`config.mk`:
```
export PLATFORM = sky130hd
export DESIGN_NAME = motorCtrl
export DESIGN_NICKNAME = d
export VERILOG_FILES = /design/src/source/motorPkg.sv /design/src/source/stepIf.sv /design/src/source/motorRegs.sv /design/src/source/stepGenerator.sv /design/src/source/phaseDriver.sv /design/src/source/motorCtrl.sv
export SDC_FILE = /design/constraint.sdc
export NUM_CORES = 1
export LEC_CHECK = 0
export BUFFER_PORTS_ARGS = -buffer_cell sky130_fd_sc_hd__buf_2
export CORE_MARGIN = 5
export CORE_UTILIZATION = 45
export DETAILED_ROUTE_END_ITERATION = 16
export PLACE_DENSITY = 0.66
export SYNTH_ARGS = -nofsm -noshare
export SYNTH_HDL_FRONTEND = slang
export SYNTH_SLANG_ARGS = --single-unit
```
`constraint.sdc`:
```
create_clock -name clk -period 4.55 [get_ports clk]
set_input_delay 0.6825 -clock clk [delete_from_list [all_inputs] [get_ports clk]]
set_output_delay 0.6825 -clock clk [all_outputs]
set_load 0.03 [all_outputs]
```
`src/source/motorPkg.sv`:
```
package motorPkg;

    // Register map, one byte address per word
    localparam logic [7:0] addrCtrl   = 8'h00;
    localparam logic [7:0] addrPeriod = 8'h04;
    localparam logic [7:0] addrStatus = 8'h08;
    localparam logic [7:0] addrRounds = 8'h0C;

    // Step timing
    localparam int periodWidth = 25;
    localparam logic [periodWidth-1:0] defaultPeriod = 25'd1000;
    localparam logic [periodWidth-1:0] minPeriod = 25'd2;

    // Commutation angles
    localparam int stepCount = 12;
    localparam int stepWidth = 4;
    localparam int phaseOffsetB = 8;
    localparam int phaseOffsetC = 4;

    // Gate blanking after a change of level
    localparam int deadTime = 4;
    localparam int deadWidth = $clog2(deadTime + 1);

    localparam int roundWidth = 16;

    // Angle plus a phase offset, modulo one electrical rotation
    function automatic logic [stepWidth-1:0] addOffset(
        input logic [stepWidth-1:0] angle,
        input int                   offset
    );
        int sum;
        sum = int'(angle) + offset;
        if (sum >= stepCount) begin
            sum = sum - stepCount;
        end
        return stepWidth'(sum);
    endfunction

endpackage

```
`src/source/stepIf.sv`:
```
interface stepIf;
    import motorPkg::*;

    logic [stepWidth-1:0] stepA;
    logic [stepWidth-1:0] stepB;
    logic [stepWidth-1:0] stepC;
    // Last cycle of a step
    logic                 stepTick;
    logic                 running;

    modport gen (
        output stepA, stepB, stepC, stepTick, running
    );

    modport drv (
        input stepA, stepB, stepC, stepTick, running
    );

endinterface

```
`src/source/motorRegs.sv`:
```
module motorRegs (
    input  logic                             clk,
    input  logic                             arstN,
    input  logic [7:0]                       paddr,
    input  logic                             psel,
    input  logic                             penable,
    input  logic                             pwrite,
    input  logic [31:0]                      pwdata,
    output logic [31:0]                      prdata,
    output logic                             pready,
    output logic                             pslverr,
    output logic                             start,
    output logic [motorPkg::periodWidth-1:0] period,
    input  logic [motorPkg::stepWidth-1:0]   stepA,
    input  logic                             running,
    input  logic [motorPkg::roundWidth-1:0]  rounds
);
    import motorPkg::*;

    logic                   access;
    logic                   mapped;
    logic [periodWidth-1:0] wrPeriod;
    logic [periodWidth-1:0] newPeriod;

    // Access phase of an APB transfer
    assign access = psel && penable;

    // No wait states
    assign pready = 1'b1;
    assign pslverr = access && !mapped;

    assign wrPeriod = pwdata[periodWidth-1:0];
    // Clamp short periods
    assign newPeriod = (wrPeriod < minPeriod) ? minPeriod : wrPeriod;

    always_comb begin
        mapped = 1'b1;
        prdata = '0;
        case (paddr)
            addrCtrl: begin
                prdata[0] = start;
            end
            addrPeriod: begin
                prdata[periodWidth-1:0] = period;
            end
            addrStatus: begin
                prdata[stepWidth-1:0] = stepA;
                prdata[8] = running;
            end
            addrRounds: begin
                prdata[roundWidth-1:0] = rounds;
            end
            default: begin
                mapped = 1'b0;
            end
        endcase
    end

    always_ff @(posedge clk or negedge arstN) begin
        if (!arstN) begin
            start  <= 1'b0;
            period <= defaultPeriod;
        end else if (access && pwrite) begin
            case (paddr)
                addrCtrl: begin
                    start <= pwdata[0];
                end
                addrPeriod: begin
                    period <= newPeriod;
                end
                // STATUS and ROUNDS are read only
                default: begin
                    start  <= start;
                    period <= period;
                end
            endcase
        end
    end

    // Error response only in an access phase that followed a setup phase
    assert property (@(posedge clk) disable iff (!arstN)
        pslverr |-> access && $past(psel && !penable));

endmodule

```
`src/source/stepGenerator.sv`:
```
module stepGenerator (
    input  logic                             clk,
    input  logic                             arstN,
    input  logic                             start,
    input  logic [motorPkg::periodWidth-1:0] period,
    output logic [motorPkg::roundWidth-1:0]  rounds,
    stepIf.gen                               steps
);
    import motorPkg::*;

    logic                   startD;
    logic                   startUp;
    logic                   running;
    logic                   lastCycle;
    logic [periodWidth-1:0] cnt;
    logic [stepWidth-1:0]   angle;

    assign startUp = start && !startD;

    // Count of 1 or less ends the step
    assign lastCycle = (cnt[periodWidth-1:1] == '0);

    always_ff @(posedge clk or negedge arstN) begin
        if (!arstN) begin
            startD <= 1'b0;
        end else begin
            startD <= start;
        end
    end

    always_ff @(posedge clk or negedge arstN) begin
        if (!arstN) begin
            running <= 1'b0;
            cnt     <= defaultPeriod;
            angle   <= '0;
            rounds  <= '0;
        end else if (!start) begin
            running <= 1'b0;
            cnt     <= period;
            angle   <= '0;
            rounds  <= '0;
        end else if (startUp) begin
            running <= 1'b1;
            cnt     <= period;
            angle   <= '0;
        end else if (running) begin
            if (lastCycle) begin
                // New period applies from here
                cnt <= period;
                if (angle == stepWidth'(stepCount - 1)) begin
                    angle  <= '0;
                    rounds <= rounds + 1'b1;
                end else begin
                    angle <= angle + 1'b1;
                end
            end else begin
                cnt <= cnt - 1'b1;
            end
        end
    end

    assign steps.stepA = angle;
    assign steps.stepB = addOffset(angle, phaseOffsetB);
    assign steps.stepC = addOffset(angle, phaseOffsetC);
    assign steps.stepTick = running && lastCycle;
    assign steps.running = running;

    // All three angles stay inside one electrical rotation
    assert property (@(posedge clk) disable iff (!arstN)
        steps.stepA < stepWidth'(stepCount) && steps.stepB < stepWidth'(stepCount)
        && steps.stepC < stepWidth'(stepCount));

endmodule

```
`src/source/phaseDriver.sv`:
```
module phaseDriver (
    input  logic       clk,
    input  logic       arstN,
    stepIf.drv         steps,
    output logic [2:0] gateHigh,
    output logic [2:0] gateLow
);
    import motorPkg::*;

    logic [stepWidth-1:0] angle [3];

    assign angle[0] = steps.stepA;
    assign angle[1] = steps.stepB;
    assign angle[2] = steps.stepC;

    for (genvar i = 0; i < 3; i++) begin : gPhase
        logic                 target;
        logic                 level;
        logic [deadWidth-1:0] deadCnt;

        // High for angles 0 to 5
        assign target = angle[i] < stepWidth'(stepCount / 2);

        always_ff @(posedge clk or negedge arstN) begin
            if (!arstN) begin
                level   <= 1'b0;
                deadCnt <= deadWidth'(deadTime);
            end else if (!steps.running || target != level) begin
                // Blank both gates on a new level and while idle
                level   <= target;
                deadCnt <= deadWidth'(deadTime);
            end else if (deadCnt != '0) begin
                deadCnt <= deadCnt - 1'b1;
            end
        end

        assign gateHigh[i] = steps.running && level && (deadCnt == '0);
        assign gateLow[i] = steps.running && !level && (deadCnt == '0);

        // No gate turns on while or right after its partner was on
        assert property (@(posedge clk) disable iff (!arstN)
            !(gateHigh[i] && (gateLow[i] || $past(gateLow[i])))
            && !(gateLow[i] && $past(gateHigh[i])));

        // Level only moves right after the generator advanced the angle
        assert property (@(posedge clk) disable iff (!arstN)
            steps.running && target != level |-> $past(steps.stepTick));
    end

endmodule

```
`src/source/motorCtrl.sv`:
```
module motorCtrl (
    input  logic        clk,
    input  logic        arstN,
    input  logic [7:0]  paddr,
    input  logic        psel,
    input  logic        penable,
    input  logic        pwrite,
    input  logic [31:0] pwdata,
    output logic [31:0] prdata,
    output logic        pready,
    output logic        pslverr,
    output logic [2:0]  gateHigh,
    output logic [2:0]  gateLow
);
    import motorPkg::*;

    logic                   start;
    logic [periodWidth-1:0] period;
    logic [roundWidth-1:0]  rounds;

    stepIf steps ();

    motorRegs i_motorRegs (
        .clk     (clk),
        .arstN   (arstN),
        .paddr   (paddr),
        .psel    (psel),
        .penable (penable),
        .pwrite  (pwrite),
        .pwdata  (pwdata),
        .prdata  (prdata),
        .pready  (pready),
        .pslverr (pslverr),
        .start   (start),
        .period  (period),
        .stepA   (steps.stepA),
        .running (steps.running),
        .rounds  (rounds)
    );

    stepGenerator i_stepGenerator (
        .clk    (clk),
        .arstN  (arstN),
        .start  (start),
        .period (period),
        .rounds (rounds),
        .steps  (steps.gen)
    );

    phaseDriver i_phaseDriver (
        .clk      (clk),
        .arstN    (arstN),
        .steps    (steps.drv),
        .gateHigh (gateHigh),
        .gateLow  (gateLow)
    );

endmodule

```
After elaboration in Yosys (flattened, before gate mapping)
Cells that the tools add are included.
Storage, ports and cells
  bits in registers: 85
  word-level logic and storage cells: 116
Operators by class
  add/subtract/negate cells: 10
  magnitude comparators: 6
  equality and inequality tests: 14
  multiplexer cells: 32
  reductions and logical operators: 41
Operators with widths (number)
  $mux W25: 5
  $mux W16: 5
  $mux W4: 7
  $lt A25 B2 Y1 const B: 1
  $sub A25 B1 Y25 const B: 1
  $logic_not A24 Y1: 1
  $mux W3: 6
  $add A16 B1 Y16 const B: 1
  $eq A8 B4 Y1 const B: 2
  $logic_and A1 B1 Y1: 16
  $pmux W7 S2: 1
  $lt A4 B3 Y1 const B: 3
  $ge A5 B4 Y1 const B: 2
  $logic_not A3 Y1: 3
  $mux W9: 1
  $pmux W3 S3: 1
  $reduce_bool A3 Y1: 3
  $sub A3 B1 Y3 const B: 3
  $eq A8 B3 Y1 const B: 1
  $logic_not A8 Y1: 1
  $ne A2 B1 Y1 const B: 4
  $pmux W4 S2: 1
  $logic_not A1 Y1: 6
  $ne A3 B1 Y1 const B: 2
  other kinds (16): 26

Depth between registers and ports, before layout
Gate-level depths: netlist of the first run.
  depth in word-level cells: 7
  gate-level depth with buffers: 7
  gate-level depth less buffers: 7

By module
Synthesis of the first run repeated with hierarchy kept, for this count alone.
Unflattened totals
  cell total of the unflattened synthesis: 546
  area, all modules: 5283.8 µm²
Modules (own cells, without submodules)
  stepGenerator: times used 1, cells an instance 346, area an instance 2962.8 µm²
  motorRegs: times used 1, cells an instance 128, area an instance 1599.0 µm²
  phaseDriver: times used 1, cells an instance 72, area an instance 721.9 µm²

Least setup slack after synthesis of the first run
Ideal clock, no wire load.
  path kind: in2out
  start point: input port paddr[3]
  end point: output port prdata[10]
  arrival time: 1.835 ns
  required time: 3.868 ns
  setup slack: 2.033 ns
  stages: 4
  path through: clkbuf_1 and3_1 clkbuf_1 a22o_1
Between the ends
  cells in the longest elaborated chain, start to end: 2
  elaborated cells on any way between the ends: 3
  those cells by class: eq/ne: 2; mux: 1
Ends and longest elaborated chain
  start, declared: line motorCtrl.sv:4  | input logic [7:0] paddr,
  $eq A8 B4 Y1 / $eq A8 B3 Y1 (equally long branches): line motorRegs.sv:39  | case (paddr)
  $pmux W7 S2 (*): line motorRegs.sv:39
  end, declared: line motorCtrl.sv:9  | output logic [31:0] prdata,
Mark *: on every way between the ends. The rest lies on a longest branch, timed or not.

Final worst setup path of the first run
  start point: register i_stepGenerator.cnt[11]
  end point: register i_stepGenerator.rounds[13] in the netlist's numbering
Between the ends
  cells in the longest elaborated chain, start to end: 3
Ends and longest elaborated chain
  start, declared: line stepGenerator.sv:15  | logic [periodWidth-1:0] cnt;
  start signal, assigned: line stepGenerator.sv:34  | cnt <= defaultPeriod;
  start signal, assigned: line stepGenerator.sv:39  | cnt <= period;
  start signal, assigned: line stepGenerator.sv:44  | cnt <= period;
  $logic_not A24 Y1: line stepGenerator.sv:21  | assign lastCycle = (cnt[periodWidth-1:1] == '0);
  $ne A2 B1 Y1 (no line)
  $reduce_and A4 Y1 (no line)
  end signal, assigned: line stepGenerator.sv:52  | rounds <= rounds + 1'b1;
  end, declared: line stepGenerator.sv:6  | output logic [motorPkg::roundWidth-1:0] rounds,
Every way passes these cells.
A chain may end at the register's enable or synchronous reset.

==> impl_metrics.toml, run 1 <==
[status]
status = "completed"

[worst_setup_path]
crit_family = "simple AND/OR/NAND/NOR gates"
criticalPathCategory = "reg2reg"
max_stage_delay_ns = 0.71
end_kind = "flop"
crit_fanout = 16
crit_chain = "nor4_1, nand4b_1, or4_4, or4_1, a21oi_1"
rrSetupSlack_ns = 1.60
critPathRequiredTime_ns = 4.82
critical_path.slowest_cell = "or4_4"
path_buf_inv = 0
worstPathArrival_ns = 3.22
start_kind = "flop"

[global_routing]
grt_max_degree = 44
antenna_found_initial = 1
grtUsageTotal = 0.1973
grt_pass1_vias = 4131
grt_pass1_wl_um = 20620
grt-ovfl-total = 0

[timing]
fin_crit_sh = 0.6479
fmax_mhz = 339.2
finalSetupTns_ns = 0
relSlewSlack = 0.2137
drv_slew = 0
setup_viol = 0
rsz0062_at_grt = "no"
hold_viol = 0
fin_crit_ns = 2.948
finalClockSkew_ns = 0.01128
worst_slew_pin_slew_ns = 1.179

[floorplan]
start_util = 0.4542
die_width_um = 113.9
die-area_mm2 = 0.01297
rows = 38
fp.dieH_um = 113.9
core_mm2 = 0.01070
io_pins = 85

[detailed_routing]
drt_iter0_drc = 288
via_per_inst = 5.772
avgRoutedWirePerCell_um = 17.26
drt_wl_total_um = 12290
num_vias = 4110
drc_errors = 0
final_antenna_net_count = 0
firstDrtPassIters = 5

[synthesis]
synth_top_area_share = 0.3605
synthDistinctLibCells = 57
syn_inst = 508
synth_compound_area_frac = 0.1476
async_reset_ff_frac = 1.000
ys_seq_elements = 85
synth_edf_count = 0
synth-xor-area-share = 0.03065
ys_warn_count = 0
syn_avg_cell_area_um2 = 9.564
synth.most_common_cell = "dfrtp_1"
synth_area_leader_cell = "dfrtp_1"
syn_area_mm2 = 0.004858
synth_area_leaders = "dfrtp_1 (36%), dfstp_2 (8.1%), mux2_2 (5.3%), nand2_1 (3.6%), a21oi_1 (3.4%)"
ys.flop_type = "dfrtp_1"
muxShareOfSynthArea = 0.07031
synth-simple-area-share = 0.2292
synth_top_family_by_area = "simple AND/OR/NAND/NOR gates"
synth_seq_area_share = 0.4417
synth_common_cells = "dfrtp_1 (70), nand2_1 (47), nor2_1 (40)"
synthAdderAreaFrac = 0.03090

[placement]
placed_cells = 696
port_buffers = 69
gp_congestion = 0.8605
hpwl_um = 8948

[cts]
htree_levels = 3
cts.clk_slew.worst_paths_ns = 0.09
clock_latency_ns = 0.36
cts_max_path_buffers = 2
cts_tree = "done"
root_buffer = "clkbuf_8"
hold_buffers = 0
numCtsBuffers = 9
postCtsSetupBuffers = 0
clock_sinks = 85
ctsResizeCount = 0

[cells_and_area]
nFillCells = 1011
num_antenna_cells = 0
final_util = 0.5131
final-instance-count-excl-fill = 712
drive_above_1_share = 0.2413
layout-area-overhead-vs-synth_pct = 12.98
layout.nets = 624

[worst_hold_path]
holdCritPathClass = "in2async"

[pwr]
vdd_drop_max_mv = 0.2600
p_total_mw = 2.462
power_density_mw_per_mm2 = 448.5
p_leak_nw = 2.443

[flow_run]
drv_cap = 0
==> registers in the layout, indices dropped and copies added, names as in the netlist <==
name                           cells
i_stepGenerator.steps.running      1
i_motorRegs.start                  1
i_stepGenerator.steps.stepA        4
i_motorRegs.period                25
i_phaseDriver.gPhase.deadCnt       9
i_phaseDriver.gPhase.level         3
i_stepGenerator.rounds            16
i_stepGenerator.cnt               25
i_stepGenerator.startD             1
==> power breakdown <==
group / internal [mW] / switching [mW]
combinational: 0.317 / 0.452
sequential: 0.952 / 0.199
clock: 0.257 / 0.285
total: 1.53 / 0.936
==> cell type report <==
class	count	area, um^2	share of cell area
inverters	20	75.07	0.01368
multi-input cells	377	2510	0.4573
clock inverters	7	73.82	0.01345
well taps	140	175.2	0.03191
flip-flops and latches	85	2146	0.3909
clock buffers	9	123.9	0.02257
repair buffers	74	385.4	0.07021
==> per-layer routing <==
metal / vias to the layer above / part of all wire / GRT usage
met5: - / 0.00057 / 0
met4: 2 / 0.029 / 0.08155
met3: 26 / 0.048 / 0.04138
met2: 100 / 0.47 / 0.3125
met1: 1995 / 0.46 / 0.2646
li1: 1987 / - / -
==> layout by cell type (no fill, tap or decap), drive strengths merged, types with 3 or more instances in the layout <==
| master | synthesis | routed |
|---|---|---|
| buf | 11 | 74 |
| dfrtp | 70 | 70 |
| nand2 | 47 | 47 |
| nor2 | 40 | 40 |
| a21oi | 33 | 33 |
| mux2 | 23 | 23 |
| nand3 | 21 | 21 |
| inv | 19 | 21 |
| o21ai | 19 | 19 |
| or4 | 17 | 17 |
| dfstp | 15 | 15 |
| nor4 | 15 | 15 |
| and2 | 13 | 13 |
| a22o | 12 | 12 |
| xnor2 | 12 | 12 |
| ha | 12 | 12 |
| nor3 | 12 | 12 |
| o31ai | 11 | 11 |
| nand4 | 10 | 10 |
| clkbuf | 21 | 9 |
| conb | 2 | 8 |
| and3 | 6 | 6 |
| mux2i | 6 | 6 |
| nand4b | 6 | 6 |
| or3 | 5 | 5 |
| xor2 | 5 | 5 |
| o311ai | 5 | 5 |
| o211ai | 5 | 5 |
| clkinv | 1 | 4 |
| nor2b | 3 | 3 |
| a211oi | 3 | 3 |
| o2111ai | 3 | 3 |
| and4 | 3 | 3 |
==> cell families (layout without fill, tap and decap cells) <==
logic type | after synthesis | in the layout
flip-flops | 85 | 85
AO/OA/AOI/OAI | 108 | 108
other | 2 | 8
multiplexers | 30 | 30
AND/OR/NAND/NOR | 202 | 202
XOR/XNOR | 17 | 17
adder cells (fa/ha/maj) | 12 | 12
buffers and inverters | 52 | 110
==> path summary, 6_finish.rpt <==
check	from	end	cells past startpoint
hold / removal	arstN	i_motorRegs.period[4]$_DFFE_PN0P_	1
setup / recovery	i_stepGenerator.cnt[11]$_DFFE_PN0P_	i_stepGenerator.rounds[13]$_DFFE_PN0P_	5
hold reg to reg	i_motorRegs.start$_DFFE_PN0P_	i_stepGenerator.startD$_DFF_PN0_	0
setup reg to reg	i_stepGenerator.cnt[11]$_DFFE_PN0P_	i_stepGenerator.rounds[13]$_DFFE_PN0P_	5
min in group clk	i_motorRegs.start$_DFFE_PN0P_	i_stepGenerator.startD$_DFF_PN0_	0
max in group asynchronous	arstN	i_phaseDriver.gPhase[0].deadCnt[2]$_DFFE_PN1P_	2
==> stage by stage <==
stage / hold slack [ns] / cell area, um^2 / setup slack [ns]
global placement: 0.4705 / 5291 / 1.756
CTS: 0.3222 / 5489 / 1.667
global route: 0.3430 / 5489 / 1.422
floorplan: 0.3869 / 4881 / 2.033
finish: 0.3162 / 5489 / 1.602
detailed placement: 0.4792 / 5291 / 1.706
No activity file was read; power rests on OpenSTA's default activity.
==> inputs of run 2 (changes only) <==
ABC_AREA = 1   (was unset)
PLACE_DENSITY = 0.68   (was 0.66)
clock period = 2.6 ns   (was 4.55 ns; I/O delays follow)
==> impl_metrics.toml, run 2 <==
[global_routing]
grt_max_degree = 46
grt_pass1_vias = 4818
antenna_found_initial = 0
grt-ovfl-total = 0
grtUsageTotal = 0.1944
grt_pass1_wl_um = 22790

[placement]
port_buffers = 69
gp_congestion = 0.9004
post-place-ws_ns = 0.3809
hpwl_um = 10380
placed_cells = 962

[cells_and_area]
top_regs = "i_motorRegs.period (25), i_stepGenerator.cnt (25), i_stepGenerator.rounds (16)"
multi_input_area_mm2 = 0.002745
ff_latch_area_mm2 = 0.002146
final_common_cell = "nand2_1"
final-instance-count-excl-fill = 978
drive_above_1_share = 0.1637
layout-area-overhead-vs-synth_pct = 13.99
final_util = 0.5169
num_antenna_cells = 0
final_cell_mix = "nand2_1 (199), nand3_1 (100), inv_1 (89), nor2_1 (89), dfrtp_1 (70)"
layout.nets = 883
nFillCells = 1211

[cts]
ctsResizeCount = 0
clock_latency_ns = 0.34
cts.clk_slew.worst_paths_ns = 0.07
hold_buffers = 0
htree_levels = 3
cts_tree = "done"
clock_sinks = 85
cts_max_path_buffers = 2
postCtsSetupBuffers = 0
root_buffer = "clkbuf_16"
numCtsBuffers = 9

[worst_setup_path]
r2r-start = "i_stepGenerator.cnt[13]$_DFFE_PN0P_"
crit_chain = "buf_2, nor2_1, nand2_1, inv_1, nand4_1, o21ai_0, buf_2"
reg2regPathDepth = 9
crit_fanout = 9
path_common_cell = "buf_2"
crit_family = "simple AND/OR/NAND/NOR gates"
startpoint = "paddr[7]"
max_stage_delay_ns = 0.39
worstPathArrival_ns = 1.90
path_buf_inv = 3
endpoint = "prdata[4]"
criticalPathCategory = "in2out"
critPathRequiredTime_ns = 2.21
start_kind = "primary input"
path_depth = 7
timing.rr.end = "i_stepGenerator.cnt[3]$_DFFE_PN1P_"
rrSetupSlack_ns = 0.58
end_kind = "primary output"
critical_path.slowest_cell = "nand4_1"

[pwr]
pwr-share-comb = 0.328
pwr-share-clk = 0.273
seqPwrFrac = 0.399
power_density_mw_per_mm2 = 789.9
vdd_drop_max_mv = 0.3262
switching_share = 0.3822
power.internal_mw = 3.005
switchingPower_mw = 1.859
p_leak_nw = 3.105

[timing]
worst_slew_pin_slew_ns = 0.5705
fin_crit_sh = 0.8812
finalSetupTns_ns = 0
fmax_mhz = 436.5
rsz0062_at_grt = "no"
setup_viol = 0
hold_viol = 0
relSlewSlack = 0.6197
final.setup.worst_slack_ns = 0.3089
finalClockSkew_ns = 0.006036
fin_crit_ns = 2.291
drv_slew = 0

[synthesis]
async_reset_ff_frac = 1.000
synth_area_leaders = "dfrtp_1 (32%), nand2_1 (14%), nand3_1 (9.3%), dfstp_2 (7.3%), inv_1 (6.2%)"
synth_top_area_share = 0.3243
synthDistinctLibCells = 39
ys_seq_elements = 85
synth_area_leader_cell = "dfrtp_1"
synth_seq_area_share = 0.3973
syn_area_mm2 = 0.005401
ys.flop_type = "dfrtp_1"
ys_warn_count = 0
synth_common_cells = "nand2_1 (199), nand3_1 (100), inv_1 (89), nor2_1 (89), dfrtp_1 (70)"
syn_inst = 761
synth.most_common_cell = "nand2_1"
synth_edf_count = 0
syn_avg_cell_area_um2 = 7.098

[detailed_routing]
drc_errors = 0
drt_iter0_drc = 272
firstDrtPassIters = 5
avgRoutedWirePerCell_um = 14.09
final_antenna_net_count = 0
num_vias = 5010
via_per_inst = 5.123
drt_wl_total_um = 13780

[floorplan]
rows = 40
fp.dieH_um = 119.6
die-area_mm2 = 0.01429
core_mm2 = 0.01191
io_pins = 85
die_width_um = 119.6
start_util = 0.4535

[worst_hold_path]
holdCritPathClass = "in2async"

[status]
status = "completed"

[flow_run]
drv_cap = 0
## run 2: cell count changes after synthesis, sizes merged, moves of 12 or more
cell    before  now
nand3       21  102
nor4        15    2
o21ai       19   36
or4         17    0
inv         19   93
a21oi       33   19
nand2       47  205
and2        13    0
nand4       10   29
buf         11   23
mux2        23    1
clkbuf      21    5
nor2        40  101
## run 2: worst register-to-register path, cell delays in order (launching register included)
cell and delay [ns]:
dfrtp_1 0.46, nor2_2 0.15, nand2_1 0.13, nor2_4 0.21, nand3_2 0.12, nand2_4 0.24, nand2_2 0.24, inv_2 0.22
nor2_1 0.06, nor2_1 0.10
## run 2: through the flow
step           cell area [um^2]  hold slack, ns  total power [mW]
2_1_floorplan              5424         0.09441             3.144
3_3_place_gp               5846          0.4325             3.505
3_5_place_dp               5846          0.4327             3.550
4_1_cts                    6157         0.07024             4.884
5_1_grt                    6157         0.08880             5.235
6_report                   6157         0.04515             4.864
## run 2: metal layers
layer	share of wire	vias to the layer above	track usage	routed length (um)
li1	-	2586	-	-
met1	0.49	2293	0.2763	6765
met2	0.45	117	0.3083	6235
met3	0.043	14	0.02828	598
met4	0.013	0	0.05941	186
met5	0	-	0	0
## run 2: cells by family after synthesis
| family | after synthesis | share of synthesized area |
|---|---|---|
| fa+ha+maj | 12 | 0.02780 |
| compound gates | 63 | 0.06231 |
| xor+xnor | 14 | 0.02270 |
| simple gates | 461 | 0.3878 |
| flops | 85 | 0.3973 |
| other cells | 2 | 0.001390 |
| buf+inv | 123 | 0.09868 |
| mux | 1 | 0.002085 |
## run 2: worst min path at each step
stage | slack [ns] | startpoint | end | cells past startpoint
after floorplan | 0.09 | arstN | i_motorRegs.period[0]$_DFFE_PN0P_ | 0
after global placement | 0.43 | arstN | i_stepGenerator.cnt[24]$_DFFE_PN0P_ | 1
after detailed placement | 0.43 | arstN | i_stepGenerator.cnt[24]$_DFFE_PN0P_ | 1
after CTS | 0.07 | arstN | i_stepGenerator.cnt[21]$_DFFE_PN0P_ | 1
after global routing | 0.09 | arstN | i_stepGenerator.cnt[21]$_DFFE_PN0P_ | 1
final | 0.05 | arstN | i_stepGenerator.cnt[24]$_DFFE_PN0P_ | 1
## run 2: area by class of cell
| class | instances | share of cell area |
|---|---|---|
| Inverter | 95 | 0.05812 |
| Sequential cell | 85 | 0.3485 |
| Timing Repair Buffer | 76 | 0.06706 |
| Multi-Input combinational cell | 559 | 0.4458 |
| Clock inverter | 6 | 0.01179 |
| Tap cell | 147 | 0.02987 |
| Clock buffer | 10 | 0.03881 |
## run 2: power by group through the flow
stage / logic [mW] / clock network (mW) / registers, mW
floorplan: 1.26 / 0 / 1.88
global placement: 1.55 / 0 / 1.95
detailed placement: 1.59 / 0 / 1.96
CTS: 1.60 / 1.34 / 1.94
global route: 1.85 / 1.40 / 1.98
finish: 1.60 / 1.33 / 1.94
